`config.mk`:
```
export PLATFORM = sky130hd
export DESIGN_NAME = ldpc_dec_cnode
export DESIGN_NICKNAME = d
export VERILOG_FILES = /design/src/rtl/ldpc_cnode_pkg.sv /design/src/rtl/ldpc_barrel_shifter.sv /design/src/rtl/ldpc_sort_engine.sv /design/src/rtl/ldpc_syndrome_count.sv /design/src/rtl/ldpc_vnode_fifo.sv /design/src/rtl/ldpc_cnode_restore.sv /design/src/rtl/ldpc_dec_cnode.sv
export SDC_FILE = /design/constraint.sdc
export NUM_CORES = 1
export LEC_CHECK = 0
export ABC_AREA = 1
export ABC_CLOCK_PERIOD_IN_PS = 13300
export BUFFER_PORTS_ARGS = -buffer_cell sky130_fd_sc_hd__buf_2
export CAP_MARGIN = 30
export CORE_UTILIZATION = 44
export DETAILED_ROUTE_END_ITERATION = 12
export SYNTH_ARGS = -nofsm -noshare
export SYNTH_HDL_FRONTEND = slang
export SYNTH_HIERARCHICAL = 1
export SYNTH_SLANG_ARGS = --single-unit
```
`constraint.sdc`:
```
create_clock -name iclk -period 13.3 [get_ports iclk]
set_clock_uncertainty 0.2 [all_clocks]
set_input_delay 2.66 -clock iclk [delete_from_list [all_inputs] [get_ports iclk]]
set_output_delay 2.66 -clock iclk [all_outputs]
set_load 0.005 [all_outputs]
```
`src/rtl/ldpc_cnode_pkg.sv`:
```
// ------------------------------
// shared widths, normalization factor and types
// for the min-sum check-node unit
// ------------------------------

package ldpc_cnode_pkg;

  // ------------------------------
  // sizes
  // ------------------------------

  localparam int cZC           = 8;               // lanes = one circulant row
  localparam int cNODE_W       = 5;               // two's complement message
  localparam int cMAG_W        = cNODE_W - 1;     // magnitude, saturates at 15
  localparam int cROW_MAX      = 8;               // beats per row at most
  localparam int cIDX_W        = $clog2(cROW_MAX);
  localparam int cSHIFT_W      = $clog2(cZC);     // lane count is a power of two
  localparam int cFIFO_DEPTH_W = 4;               // 16 entries, two rows in flight
  localparam int cADDR_W       = 8;

  // normalized magnitude = mag * cNORM_FACTOR / 2**cNORM_SHIFT, truncated
  localparam int cNORM_FACTOR  = 6;
  localparam int cNORM_SHIFT   = 3;

  // ------------------------------
  // types
  // ------------------------------

  typedef logic signed [cNODE_W-1 : 0]  node_t;
  typedef logic        [cMAG_W-1 : 0]   mag_t;
  typedef node_t       [cZC-1 : 0]      znode_t;  // all lanes of one beat
  typedef logic        [cZC-1 : 0]      zdat_t;   // one bit per lane
  typedef logic        [cSHIFT_W-1 : 0] shift_t;
  typedef logic        [cIDX_W-1 : 0]   idx_t;
  typedef logic        [cADDR_W-1 : 0]  addr_t;

  // input shifter payload, message with its hard decision on top
  typedef struct packed {
    logic  hd;
    node_t node;
  } ibs_elem_t;

endpackage

```
`src/rtl/ldpc_barrel_shifter.sv`:
```
// ------------------------------
// lane rotator with one register stage
// ------------------------------

module ldpc_barrel_shifter
  import ldpc_cnode_pkg::*;
#(
  parameter type elem_t   = node_t,
  parameter bit  pR_SHIFT = 1'b0    // 0 : rotate left, 1 : rotate right
) (
  input  logic   iclk,
  input  logic   ireset,
  input  logic   ival,
  input  elem_t  idat [cZC],
  input  shift_t ishift,
  output logic   oval,
  output elem_t  odat [cZC]
);

  elem_t rot [cZC];

  // left : lane i takes lane i+shift, right undoes it with lane i-shift
  always_comb begin : rot_sel
    shift_t sel;
    for (int i = 0; i < cZC; i++) begin
      sel    = pR_SHIFT ? (shift_t'(i) - ishift) : (shift_t'(i) + ishift); // wraps mod cZC
      rot[i] = idat[sel];
    end
  end

  always_ff @(posedge iclk or posedge ireset) begin
    if (ireset) begin
      oval <= 1'b0;
    end else begin
      oval <= ival;
    end
  end

  always_ff @(posedge iclk) begin
    odat <= rot;  // payload, qualified by oval
  end

endmodule

```
`src/rtl/ldpc_sort_engine.sv`:
```
// ------------------------------
// per-lane min1/min2/index/sign product tracker
// results latched at the end of each row
// ------------------------------

module ldpc_sort_engine
  import ldpc_cnode_pkg::*;
(
  input  logic  iclk,
  input  logic  ireset,
  input  logic  ival,
  input  logic  isop,
  input  logic  ieop,
  input  node_t ivnode,
  output logic  odone,
  output mag_t  omin1,
  output mag_t  omin2,
  output idx_t  omin1_idx,
  output logic  osign,
  output idx_t  olen
);

  // running row state
  mag_t r_min1;
  mag_t r_min2;
  idx_t r_idx;
  logic r_sign;
  idx_t r_cnt;      // beat index of the incoming beat

  // state seen by this beat, row start restarts it
  mag_t cur_min1;
  mag_t cur_min2;
  idx_t cur_idx;
  logic cur_sign;
  idx_t cur_cnt;

  mag_t vmag;
  node_t vneg;
  mag_t n_min1;
  mag_t n_min2;
  idx_t n_idx;
  logic n_sign;

  // ------------------------------
  // magnitude with -16 saturated to 15
  // ------------------------------

  assign vneg = -ivnode;

  always_comb begin
    if (!ivnode[cNODE_W-1]) begin
      vmag = ivnode[cMAG_W-1 : 0];
    end else if (ivnode[cMAG_W-1 : 0] == '0) begin
      vmag = '1;                                   // most negative code
    end else begin
      vmag = vneg[cMAG_W-1 : 0];
    end
  end

  // ------------------------------
  // min update
  // ------------------------------

  always_comb begin
    cur_min1 = isop ? '1   : r_min1;
    cur_min2 = isop ? '1   : r_min2;
    cur_idx  = isop ? '0   : r_idx;
    cur_sign = isop ? 1'b0 : r_sign;
    cur_cnt  = isop ? '0   : r_cnt;
    n_min1   = cur_min1;
    n_min2   = cur_min2;
    n_idx    = cur_idx;
    n_sign   = cur_sign ^ ivnode[cNODE_W-1];     // product of signs
    if (vmag < cur_min1) begin                   // strict, a tie keeps the earlier index
      n_min2 = cur_min1;
      n_min1 = vmag;
      n_idx  = cur_cnt;
    end else if (vmag < cur_min2) begin
      n_min2 = vmag;
    end
  end

  always_ff @(posedge iclk) begin
    if (ival) begin
      r_min1 <= n_min1;
      r_min2 <= n_min2;
      r_idx  <= n_idx;
      r_sign <= n_sign;
      r_cnt  <= cur_cnt + 1'b1;
    end
    if (ival && ieop) begin                      // held until the next row ends
      omin1     <= n_min1;
      omin2     <= n_min2;
      omin1_idx <= n_idx;
      osign     <= n_sign;
      olen      <= cur_cnt;                      // row length minus one
    end
  end

  always_ff @(posedge iclk or posedge ireset) begin
    if (ireset) begin
      odone <= 1'b0;
    end else begin
      odone <= ival & ieop;
    end
  end

endmodule

```
`src/rtl/ldpc_syndrome_count.sv`:
```
// ------------------------------
// per-lane hard decision parity over a row
// and the sticky decoder failure flag
// ------------------------------

module ldpc_syndrome_count
  import ldpc_cnode_pkg::*;
(
  input  logic  iclk,
  input  logic  ireset,
  input  logic  istart,
  input  logic  ival,
  input  logic  isop,
  input  logic  ieop,
  input  zdat_t ivnode_hd,
  output logic  odecfail
);

  zdat_t par;       // running parity per lane
  zdat_t par_nxt;

  assign par_nxt = (isop ? '0 : par) ^ ivnode_hd;

  always_ff @(posedge iclk or posedge ireset) begin
    if (ireset) begin
      par      <= '0;
      odecfail <= 1'b0;
    end else begin
      if (ival) begin
        par <= par_nxt;
      end
      // new iteration clears the flag, otherwise any odd lane sticks
      if (istart) begin
        odecfail <= 1'b0;
      end else if (ival && ieop) begin
        odecfail <= odecfail | (|par_nxt);
      end
    end
  end

endmodule

```
`src/rtl/ldpc_vnode_fifo.sv`:
```
// ------------------------------
// register array FIFO for per-beat signs and shift
// one cycle read latency
// ------------------------------

module ldpc_vnode_fifo
  import ldpc_cnode_pkg::*;
(
  input  logic   iclk,
  input  logic   ireset,
  input  logic   iclear,
  input  logic   iwrite,
  input  zdat_t  iwsign,
  input  shift_t iwshift,
  input  logic   iread,
  output logic   orval,
  output zdat_t  orsign,
  output shift_t orshift,
  output logic   oempty
);

  localparam int cDEPTH = 2 ** cFIFO_DEPTH_W;

  zdat_t  mem_sign  [cDEPTH];
  shift_t mem_shift [cDEPTH];

  // extra msb tells full from empty
  logic [cFIFO_DEPTH_W : 0] wptr;
  logic [cFIFO_DEPTH_W : 0] rptr;
  logic                     rd_en;

  assign oempty = (wptr == rptr);
  assign rd_en  = iread & ~oempty;   // reading an empty FIFO is ignored

  always_ff @(posedge iclk or posedge ireset) begin
    if (ireset) begin
      wptr  <= '0;
      rptr  <= '0;
      orval <= 1'b0;
    end else if (iclear) begin
      wptr  <= '0;
      rptr  <= '0;
      orval <= 1'b0;
    end else begin
      if (iwrite) begin
        wptr <= wptr + 1'b1;
      end
      if (rd_en) begin
        rptr <= rptr + 1'b1;
      end
      orval <= rd_en;
    end
  end

  always_ff @(posedge iclk) begin
    if (iwrite) begin
      mem_sign [wptr[cFIFO_DEPTH_W-1 : 0]] <= iwsign;
      mem_shift[wptr[cFIFO_DEPTH_W-1 : 0]] <= iwshift;
    end
    if (rd_en) begin
      orsign  <= mem_sign [rptr[cFIFO_DEPTH_W-1 : 0]];
      orshift <= mem_shift[rptr[cFIFO_DEPTH_W-1 : 0]];
    end
  end

endmodule

```
`src/rtl/ldpc_cnode_restore.sv`:
```
// ------------------------------
// FIFO read control and per-lane check-to-variable
// message rebuild with normalization
// ------------------------------

module ldpc_cnode_restore
  import ldpc_cnode_pkg::*;
(
  input  logic   iclk,
  input  logic   ireset,
  input  logic   idone,
  input  idx_t   ilen,
  input  mag_t   imin1     [cZC],
  input  mag_t   imin2     [cZC],
  input  idx_t   imin1_idx [cZC],
  input  zdat_t  isign,
  output logic   oread,
  input  logic   irval,
  input  zdat_t  irsign,
  input  shift_t irshift,
  output logic   oval,
  output znode_t ocnode,
  output shift_t oshift
);

  // ------------------------------
  // read control
  // ------------------------------

  logic rd_act;     // reads pending after the first one
  idx_t rd_cnt;
  idx_t rd_idx;
  idx_t len_m1;
  idx_t cur_len;
  idx_t ret_idx;    // beat index of the data coming back

  assign oread   = idone | rd_act;  // first read issued in the done cycle
  assign rd_idx  = idone ? '0   : rd_cnt;
  assign cur_len = idone ? ilen : len_m1;

  always_ff @(posedge iclk or posedge ireset) begin
    if (ireset) begin
      rd_act <= 1'b0;
      rd_cnt <= '0;
    end else if (oread) begin
      rd_act <= (rd_idx != cur_len);
      rd_cnt <= rd_idx + 1'b1;
    end
  end

  // sort results captured here, the sort lanes move on to the next row
  mag_t  min1_r [cZC];
  mag_t  min2_r [cZC];
  idx_t  idx_r  [cZC];
  zdat_t sign_r;

  always_ff @(posedge iclk) begin
    if (idone) begin
      len_m1 <= ilen;
      min1_r <= imin1;
      min2_r <= imin2;
      idx_r  <= imin1_idx;
      sign_r <= isign;
    end
    if (oread) begin
      ret_idx <= rd_idx;    // lines up with the FIFO read latency
    end
  end

  // ------------------------------
  // message rebuild
  // ------------------------------

  for (genvar g = 0; g < cZC; g++) begin : lane
    mag_t                       sel_mag;
    logic [cMAG_W+2 : 0]        prod;      // 15 * 6 fits in 7 bits
    mag_t                       norm;
    node_t                      nmag;
    logic                       neg;

    assign sel_mag = (ret_idx == idx_r[g]) ? min2_r[g] : min1_r[g];  // own beat excluded
    assign prod    = (cMAG_W+3)'(sel_mag) * (cMAG_W+3)'(cNORM_FACTOR);
    assign norm    = mag_t'(prod >> cNORM_SHIFT);
    assign nmag    = {1'b0, norm};
    assign neg     = sign_r[g] ^ irsign[g];   // product of the other signs
    assign ocnode[g] = neg ? -nmag : nmag;
  end

  assign oval   = irval;
  assign oshift = irshift;

endmodule

```
`src/rtl/ldpc_dec_cnode.sv`:
```
// ------------------------------
// min-sum check-node unit top level
// input register, strobe alignment, address counter, busy
// ------------------------------

module ldpc_dec_cnode
  import ldpc_cnode_pkg::*;
(
  input  logic   iclk,
  input  logic   ireset,
  input  logic   istart,
  input  logic   ival,
  input  logic   isop,
  input  logic   ieop,
  input  shift_t ishift,
  input  znode_t ivnode,
  input  zdat_t  ivnode_hd,
  output logic   ocnode_val,
  output addr_t  ocnode_addr,
  output znode_t ocnode,
  output logic   odecfail,
  output logic   obusy
);

  // input register
  logic      in_val;
  logic      in_sop;
  logic      in_eop;
  shift_t    in_shift;
  ibs_elem_t in_dat [cZC];

  // strobes aligned to the input shifter output
  logic      al_sop;
  logic      al_eop;
  shift_t    al_shift;

  logic      ibs_oval;
  ibs_elem_t ibs_odat [cZC];

  zdat_t     sort_done;
  mag_t      sort_min1 [cZC];
  mag_t      sort_min2 [cZC];
  idx_t      sort_idx  [cZC];
  zdat_t     sort_sign;
  idx_t      sort_len  [cZC];

  zdat_t     beat_hd;
  zdat_t     beat_sign;

  logic      fifo_read;
  logic      fifo_rval;
  zdat_t     fifo_rsign;
  shift_t    fifo_rshift;
  logic      fifo_empty;

  logic      rest_val;
  znode_t    rest_cnode;
  shift_t    rest_shift;

  node_t     obs_idat [cZC];
  node_t     obs_odat [cZC];

  // ------------------------------
  // input register and alignment
  // ------------------------------

  always_ff @(posedge iclk or posedge ireset) begin
    if (ireset) begin
      in_val <= 1'b0;
      in_sop <= 1'b0;
      in_eop <= 1'b0;
      al_sop <= 1'b0;
      al_eop <= 1'b0;
    end else begin
      in_val <= ival;
      in_sop <= isop;
      in_eop <= ieop;
      al_sop <= in_sop;   // extra stage matches the shifter register
      al_eop <= in_eop;
    end
  end

  always_ff @(posedge iclk) begin
    in_shift <= ishift;
    al_shift <= in_shift;
    for (int i = 0; i < cZC; i++) begin
      in_dat[i] <= {ivnode_hd[i], ivnode[i]};
    end
  end

  ldpc_barrel_shifter #(
    .elem_t   (ibs_elem_t),
    .pR_SHIFT (1'b0)
  ) ibs (
    .iclk   (iclk),
    .ireset (ireset),
    .ival   (in_val),
    .idat   (in_dat),
    .ishift (in_shift),
    .oval   (ibs_oval),
    .odat   (ibs_odat)
  );

  // ------------------------------
  // sort lanes, syndrome, FIFO
  // ------------------------------

  for (genvar g = 0; g < cZC; g++) begin : sort_lane
    ldpc_sort_engine sort (
      .iclk      (iclk),
      .ireset    (ireset),
      .ival      (ibs_oval),
      .isop      (al_sop),
      .ieop      (al_eop),
      .ivnode    (ibs_odat[g].node),
      .odone     (sort_done[g]),
      .omin1     (sort_min1[g]),
      .omin2     (sort_min2[g]),
      .omin1_idx (sort_idx[g]),
      .osign     (sort_sign[g]),
      .olen      (sort_len[g])
    );

    assign beat_hd[g]   = ibs_odat[g].hd;
    assign beat_sign[g] = ibs_odat[g].node[cNODE_W-1];   // sign only kept
  end

  ldpc_syndrome_count syndrome (
    .iclk      (iclk),
    .ireset    (ireset),
    .istart    (istart),
    .ival      (ibs_oval),
    .isop      (al_sop),
    .ieop      (al_eop),
    .ivnode_hd (beat_hd),
    .odecfail  (odecfail)
  );

  ldpc_vnode_fifo vnode_fifo (
    .iclk    (iclk),
    .ireset  (ireset),
    .iclear  (istart),
    .iwrite  (ibs_oval),
    .iwsign  (beat_sign),
    .iwshift (al_shift),
    .iread   (fifo_read),
    .orval   (fifo_rval),
    .orsign  (fifo_rsign),
    .orshift (fifo_rshift),
    .oempty  (fifo_empty)
  );

  // ------------------------------
  // restore and output shifter
  // ------------------------------

  // all lanes finish a row together, lane 0 drives the control
  ldpc_cnode_restore restore (
    .iclk      (iclk),
    .ireset    (ireset),
    .idone     (sort_done[0]),
    .ilen      (sort_len[0]),
    .imin1     (sort_min1),
    .imin2     (sort_min2),
    .imin1_idx (sort_idx),
    .isign     (sort_sign),
    .oread     (fifo_read),
    .irval     (fifo_rval),
    .irsign    (fifo_rsign),
    .irshift   (fifo_rshift),
    .oval      (rest_val),
    .ocnode    (rest_cnode),
    .oshift    (rest_shift)
  );

  always_comb begin
    for (int i = 0; i < cZC; i++) begin
      obs_idat[i] = rest_cnode[i];
    end
  end

  ldpc_barrel_shifter #(
    .elem_t   (node_t),
    .pR_SHIFT (1'b1)
  ) obs (
    .iclk   (iclk),
    .ireset (ireset),
    .ival   (rest_val),
    .idat   (obs_idat),
    .ishift (rest_shift),   // same shift, back to original lanes
    .oval   (ocnode_val),
    .odat   (obs_odat)
  );

  always_comb begin
    for (int i = 0; i < cZC; i++) begin
      ocnode[i] = obs_odat[i];
    end
  end

  // ------------------------------
  // address counter and busy
  // ------------------------------

  always_ff @(posedge iclk or posedge ireset) begin
    if (ireset) begin
      ocnode_addr <= '0;
      obusy       <= 1'b0;
    end else begin
      ocnode_addr <= istart ? '0 : (ocnode_addr + addr_t'(ocnode_val));
      // look ahead, the restore beat covers the output shifter cycle
      obusy       <= ibs_oval | ~fifo_empty | rest_val;
    end
  end

endmodule

```
==> results of run 1 <==
==> flip-flops by register name, summed over array words and instances (netlist names), 40 cells and up <==
signal	cells
ibs/odat	48
vnode_fifo/mem_shift	48
in_dat	48
vnode_fifo/mem_sign	128
obs/odat	40
==> worst max-delay path by stage <==
stage | startpoint | to | slack, ns | cells past startpoint
finish | ocnode_addr[2]$_DFF_PP0_ | ocnode_addr[2] | 9.21 | 1
CTS | ocnode_addr[2]$_DFF_PP0_ | ocnode_addr[2] | 9.18 | 1
global route | restore/ret_idx[1]$_DFFE_PP_ | obs/odat[7]$_DFF_P_ | 9.13 | 15
global placement | restore/ret_idx[1]$_DFFE_PP_ | obs/odat[22]$_DFF_P_ | 9.59 | 15
floorplan | ibs/oval$_DFF_PP0_ | vnode_fifo/mem_shift[15][0]$_DFFE_PP_ | 8.61 | 3
detailed placement | restore/ret_idx[1]$_DFFE_PP_ | obs/odat[2]$_DFF_P_ | 9.52 | 15
==> metal layers <==
metal / track usage, % / wire (um) / share of wire [%]
met1: 29.7 / 37500 / 49
met2: 31.0 / 33900 / 44
met3: 2.64 / 4120 / 5.3
met4: 5.90 / 1580 / 2.1
met5: 0 / 0 / 0
==> power by group <==
group	internal [mW]	switching, mW
Clock	1.36	0.893
Combinational	0.793	1.65
Sequential	2.69	0.198
Total	4.84	2.74
==> through the flow <==
step           instance area, sq um  setup WS [ns]
6_report                      37200           9.21
3_5_place_dp                  34500           9.52
4_1_cts                       37200           9.18
5_1_grt                       37200           9.13
2_1_floorplan                 33300           8.61
3_3_place_gp                  34400           9.59
==> cell type report <==
cell class              instances  area share, %
flip-flops and latches        691           51.3
multi-input cells            2271           32.5
clock buffers                  94           5.60
inverters                     348           3.55
well taps                     969           3.26
repair buffers                138           2.12
clock inverters                50           1.68
==> reports/metrics.yaml, run 1 <==
worst_setup_path:
  critical_path_class: "flop to output port"
  cp_cell_sequence: "buf_2"
  endpoint_kind: "output port"
  slowest_stage: "dfrtp_1"
  startpoint_type: "flop"
  critPathTopFamily: "flip-flops"
  cp.arrival_ns: 1.23
  cp_num_buf_inv: 1
  r2r_end: "obs/odat[2]$_DFF_P_"
  slowest_delay_ns: 0.44
  crit_required_ns: 10.44
  worstReg2RegStart: "restore/ret_idx[1]$_DFFE_PP_"
  reg2regPathDepth: 15
  worst-path-max-fanout: 5
  rrSetupSlack_ns: 9.52
cells_and_area:
  regArea_sq_um: 19100
  fin_util_pct: 49.8
  n_antenna_cell: 0
  stdcell_count: 4561
  fill_cells: 6734
  final_cell_mix: "nand2_1, edfxtp_1, nand3_1"
  layout_commonest_cell: "nand2_1"
  final_nets: 3684
  layout-drive-gt1-share_pct: 16.1
  area_growth_pct: 11.8
  multi_input_area_sq_um: 12100
clock_tree:
  numCtsBuffers: 77
  cts_tree: "yes"
  clock-sinks: 691
  cts.clk_slew.worst_paths_ns: 0.06
  cts_root_buf: "clkbuf_16"
  clk_latency_ns: 0.63
  hold_buffers: 0
  h-tree-depth: 3
  cts_max_path_buffers: 3
  cts_resized: 0
  post_cts.repair.setup_buffers: 0
detailed_routing:
  vias: 23300
  drc_errors: 0
  routedWlPerCell_um: 16.9
  wl_um: 77100
  drtIter0Drc: 1925
  viasPerCell: 5.12
  firstDrtPassIters: 7
  ant_nets: 0
grt:
  track_usage_pct: 20.2
  grt_max_degree: 77
  grt_pass1_wl_um: 122000
  grt_antenna_before_repair: 0
  grt_overflow: 0
  grt_pass1_vias: 21800
sta:
  rsz0062_at_grt: "no"
  fin_crit_sh_pct: 30.7
  fmax_mhz: 245
  worstMarginPinSlew_ns: 0.952
  hold_viol: 0
  tns_ns: 0
  fin_hold_ws_ns: 0.145
  slew_headroom_pct: 36.5
  setup_viol: 0
  min_period_ns: 4.09
  report.final.slew_viol_count: 0
synthesis:
  syn-cell-area_sq_um: 33300
  syn_inst: 3423
  ys_warn_count: 6
  synthesis.nets: 3580
  avgSynthCellArea_sq_um: 9.73
place:
  place_congestion: 0.860
  dp.cells: 4417
  dp_hpwl_um: 53100
  port_buffers: 107
worst_hold_path:
  hold_start: "in_val$_DFF_PP0_"
  whs_path_depth: 0
  min_path_type: "flop to flop"
  holdPathEnd: "ibs/oval$_DFF_PP0_"
floorplanning:
  die_height_um: 277
  std_cell_rows: 100
  dieWidth_um: 277
  die_area_sq_um: 76800
  start_util_pct: 44.6
  fp.coreArea_sq_um: 74700
  io_pins: 108
power:
  leakage_nw: 16.3
  power_density_nw_per_um2: 204
  vdd_drop_max_mv: 0.117
  power_mw: 7.58
flow_run:
  maxCapViolCount: 0
status:
  status: "finished, final reports clean"
No activity file was read; power rests on OpenSTA's default activity.
==> run 2: changes to the inputs <==
--- a/config.mk
+++ b/config.mk
@@ -6,7 +6,7 @@
 export NUM_CORES = 1
 export LEC_CHECK = 0
 export ABC_AREA = 1
-export ABC_CLOCK_PERIOD_IN_PS = 13300
+export ABC_CLOCK_PERIOD_IN_PS = 3800
 export BUFFER_PORTS_ARGS = -buffer_cell sky130_fd_sc_hd__buf_2
 export CAP_MARGIN = 30
 export CORE_UTILIZATION = 44
==> constraint.sdc (replaced) <==
create_clock -name iclk -period 3.8 [get_ports iclk]
set_clock_uncertainty 0.2 [all_clocks]
set_input_delay 0.76 -clock iclk [delete_from_list [all_inputs] [get_ports iclk]]
set_output_delay 0.76 -clock iclk [all_outputs]
set_load 0.005 [all_outputs]
==> reports/metrics.yaml, run 2 (synthesis results as in run 1) <==
status:
  status: "finished, final reports clean"
detailed_routing:
  top_layer: "met4"
  met2_length_um: 34200  # +1.1%
  drc_errors: 0  # unchanged
  wl_um: 77400  # +0.45%
  viasPerCell: 5.09  # -0.60%
  firstDrtPassIters: 6  # -1
  drtIter0Drc: 1787  # -7.2%
  wl_met1_um: 37200  # -0.82%
  ant_nets: 0  # unchanged
  vias: 23300  # -0.10%
  routedWlPerCell_um: 16.9  # about the same
  dr_wl_met3_um: 3780  # -8.2%
place:
  dpl_worst_slack_ns: 0.337  # -9.18 ns
  dp_hpwl_um: 54700  # +2.9%
  port_buffers: 107  # unchanged
  place_congestion: 0.869  # +1.2%
power:
  pwr-share-clk_pct: 28.7  # -1.0 points
  leakage_nw: 16.3  # +0.58%
  seqPwrFrac_pct: 38.2  # about the same
  vdd_drop_max_mv: 0.368  # +210%
  comb_power_share_pct: 33.1  # +0.9 points
  switching_share_pct: 36.1  # -0.048 points
  power_switching_mw: 9.47  # +250%
  power_mw: 26.2  # +250%
  power_density_nw_per_um2: 702  # +240%
  internal_power_mw: 16.8  # +250%
worst_setup_path:
  cp_cell_sequence: "inv_4 -> nand2_1 -> nand2_1 -> nand3_4 -> nand2_1 -> o21a_1 -> inv_1 -> fa_1 -> xnor2_1 -> inv_1 -> ha_1 -> nor2_1 -> xor2_1 -> nand2_1 -> nand3_1 -> nand3_1 -> nand2_1"
  crit_path_frequent_cell: "nand2_1"
  reg2regPathDepth: 17  # +2
  cp_num_buf_inv: 3  # +2
  slowest_delay_ns: 0.54  # +0.10 ns
  rrSetupSlack_ns: 0.32  # -9.20 ns
  r2r_end: "obs/odat[22]$_DFF_P_"
  endpoint: "obs/odat[22]$_DFF_P_"
  cp.arrival_ns: 3.84  # +2.61 ns
  slowest_stage: "edfxtp_1"
  worstReg2RegStart: "restore/ret_idx[2]$_DFFE_PP_"
  critPathTopFamily: "simple AND/OR/NAND/NOR gates"
  worst-path-max-fanout: 8  # +3
  startpoint_type: "flop"
  crit_start: "restore/ret_idx[2]$_DFFE_PP_"
  endpoint_kind: "flop"
  critical_path_class: "flop to flop"
  cp_num_cells: 17  # +16
  crit_required_ns: 4.16  # -6.28 ns
cells_and_area:
  final_nets: 3710  # +0.71%
  layout_commonest_cell: "nand2_1"
  area_growth_pct: 12.2
  layout-drive-gt1-share_pct: 16.4  # +0.26 points
  largest_reg_flops: 128  # unchanged
  final_cell_mix: "nand2_1, edfxtp_1, nand3_1"
floorplanning:
  start_util_pct: 44.6  # unchanged
  die_height_um: 277  # unchanged
  fp.coreArea_sq_um: 74700  # unchanged
  std_cell_rows: 100  # unchanged
  dieWidth_um: 277  # unchanged
  die_area_sq_um: 76800  # unchanged
  io_pins: 108  # unchanged
sta:
  fmax_mhz: 287
  min_period_ns: 3.48
  tns_ns: 0  # unchanged
  slew_headroom_pct: 39.4  # +3.0 points
  hold_viol: 0  # unchanged
  setup_slack_ns: 0.315  # -8.90 ns
  fin_hold_ws_ns: 0.0445  # -0.101 ns
  report.final.slew_viol_count: 0  # unchanged
  rsz0062_at_grt: "no"
  worstMarginPinSlew_ns: 0.909  # -0.0433 ns
  fin_crit_sh_pct: 91.7
  setup_viol: 0  # unchanged
clock_tree:
  numCtsBuffers: 75  # -2.6%
  h-tree-depth: 3  # unchanged
  post_cts.repair.setup_buffers: 0  # unchanged
  clock-sinks: 691  # unchanged
  clk_latency_ns: 0.62  # about the same
  cts_root_buf: "clkbuf_16"
  cts_tree: "yes"
  cts.clk_slew.worst_paths_ns: 0.06  # about the same
  cts_max_path_buffers: 3  # unchanged
grt:
  track_usage_pct: 20.2  # +0.040 points
  grt_pass1_wl_um: 122000  # -0.28%
  grt_max_degree: 73  # -5.2%
  grt_antenna_before_repair: 1  # +1
  grt_overflow: 0  # unchanged
  grt_pass1_vias: 21900  # +0.20%
worst_hold_path:
  min_path_type: "input port to flop"
flow_run:
  maxCapViolCount: 0  # unchanged
[run 2: cell count changes in the layout (fill, tap and decap cells not counted), sizes merged]
| cell | change |
|---|---|
| diode | +1 |
| buf | +19 |
| dlygate4sd3 | +9 |
| clkbuf | +7 |
| clkinvlp | -2 |
| inv | +2 |
| clkinv | -8 |
| bufinv | -5 |
[run 2: power by group through the flow]
stage | sequential (mW) | clock [mW] | combinational [mW]
after CTS | 10.0 | 7.72 | 8.67
final | 10.0 | 7.53 | 8.69
after global placement | 10.2 | 0 | 8.50
after global routing | 10.1 | 8.00 | 9.85
after detailed placement | 10.2 | 0 | 8.63
after floorplan | 9.92 | 0 | 6.74
[run 2: cell type report]
cell class,count,area [sq um]
inverters,348,1320
multi-input cells,2271,12100
fillers,6703,37300
well taps,969,1210
diodes,1,2.50
repair buffers,166,1050
clock inverters,37,419
clock buffers,101,2170
flip-flops and latches,691,19100
[run 2: worst reg2reg max path, cell delays in order, from the launching register on]
cell and delay [ns]:
edfxtp_1 0.54, inv_4 0.17, nand2_1 0.06, nand2_1 0.14
nand3_4 0.13, nand2_1 0.09, o21a_1 0.19, inv_1 0.10
fa_1 0.45, xnor2_1 0.22, inv_1 0.08, ha_1 0.19
nor2_1 0.13, xor2_1 0.31, nand2_1 0.12, nand3_1 0.14
nand3_1 0.09, nand2_1 0.09
[run 2: worst min path at each step]
stage	slack (ns)	from	to	cells past startpoint
floorplan	0.13	in_val$_DFF_PP0_	ibs/oval$_DFF_PP0_	0
global placement	0.14	in_sop$_DFF_PP0_	al_sop$_DFF_PP0_	0
detailed placement	0.14	in_val$_DFF_PP0_	ibs/oval$_DFF_PP0_	0
CTS	0.00004	ivnode_hd[5]	in_dat[17]$_DFF_P_	1
global route	0.01	ishift[0]	in_shift[0]$_DFF_P_	1
finish	0.04	ivnode[23]	in_dat[21]$_DFF_P_	1
[run 2: timing repair]
action	CTS	global route
resized for setup	0	0
endpoints found under the hold margin	15	0
hold buffers	9	0
[run 2: per-stage QoR]
step / cells / util, % / area, sq um
4_1_cts: 4583 / 50.0 / 37400
3_3_place_gp: 4436 / 46.4 / 34700
3_5_place_dp: 4436 / 46.4 / 34700
2_1_floorplan: 3423 / - / 33300
6_report: 4584 / 50.0 / 37400
5_1_grt: 4583 / 50.0 / 37400
[run 2: metal layers]
metal | vias to the layer above | global-route usage, %
met5 | - | 0
met4 | 0 | 7.21
met3 | 118 | 2.75
met2 | 568 | 31.0
met1 | 10900 | 29.2
li1 | 11700 | -
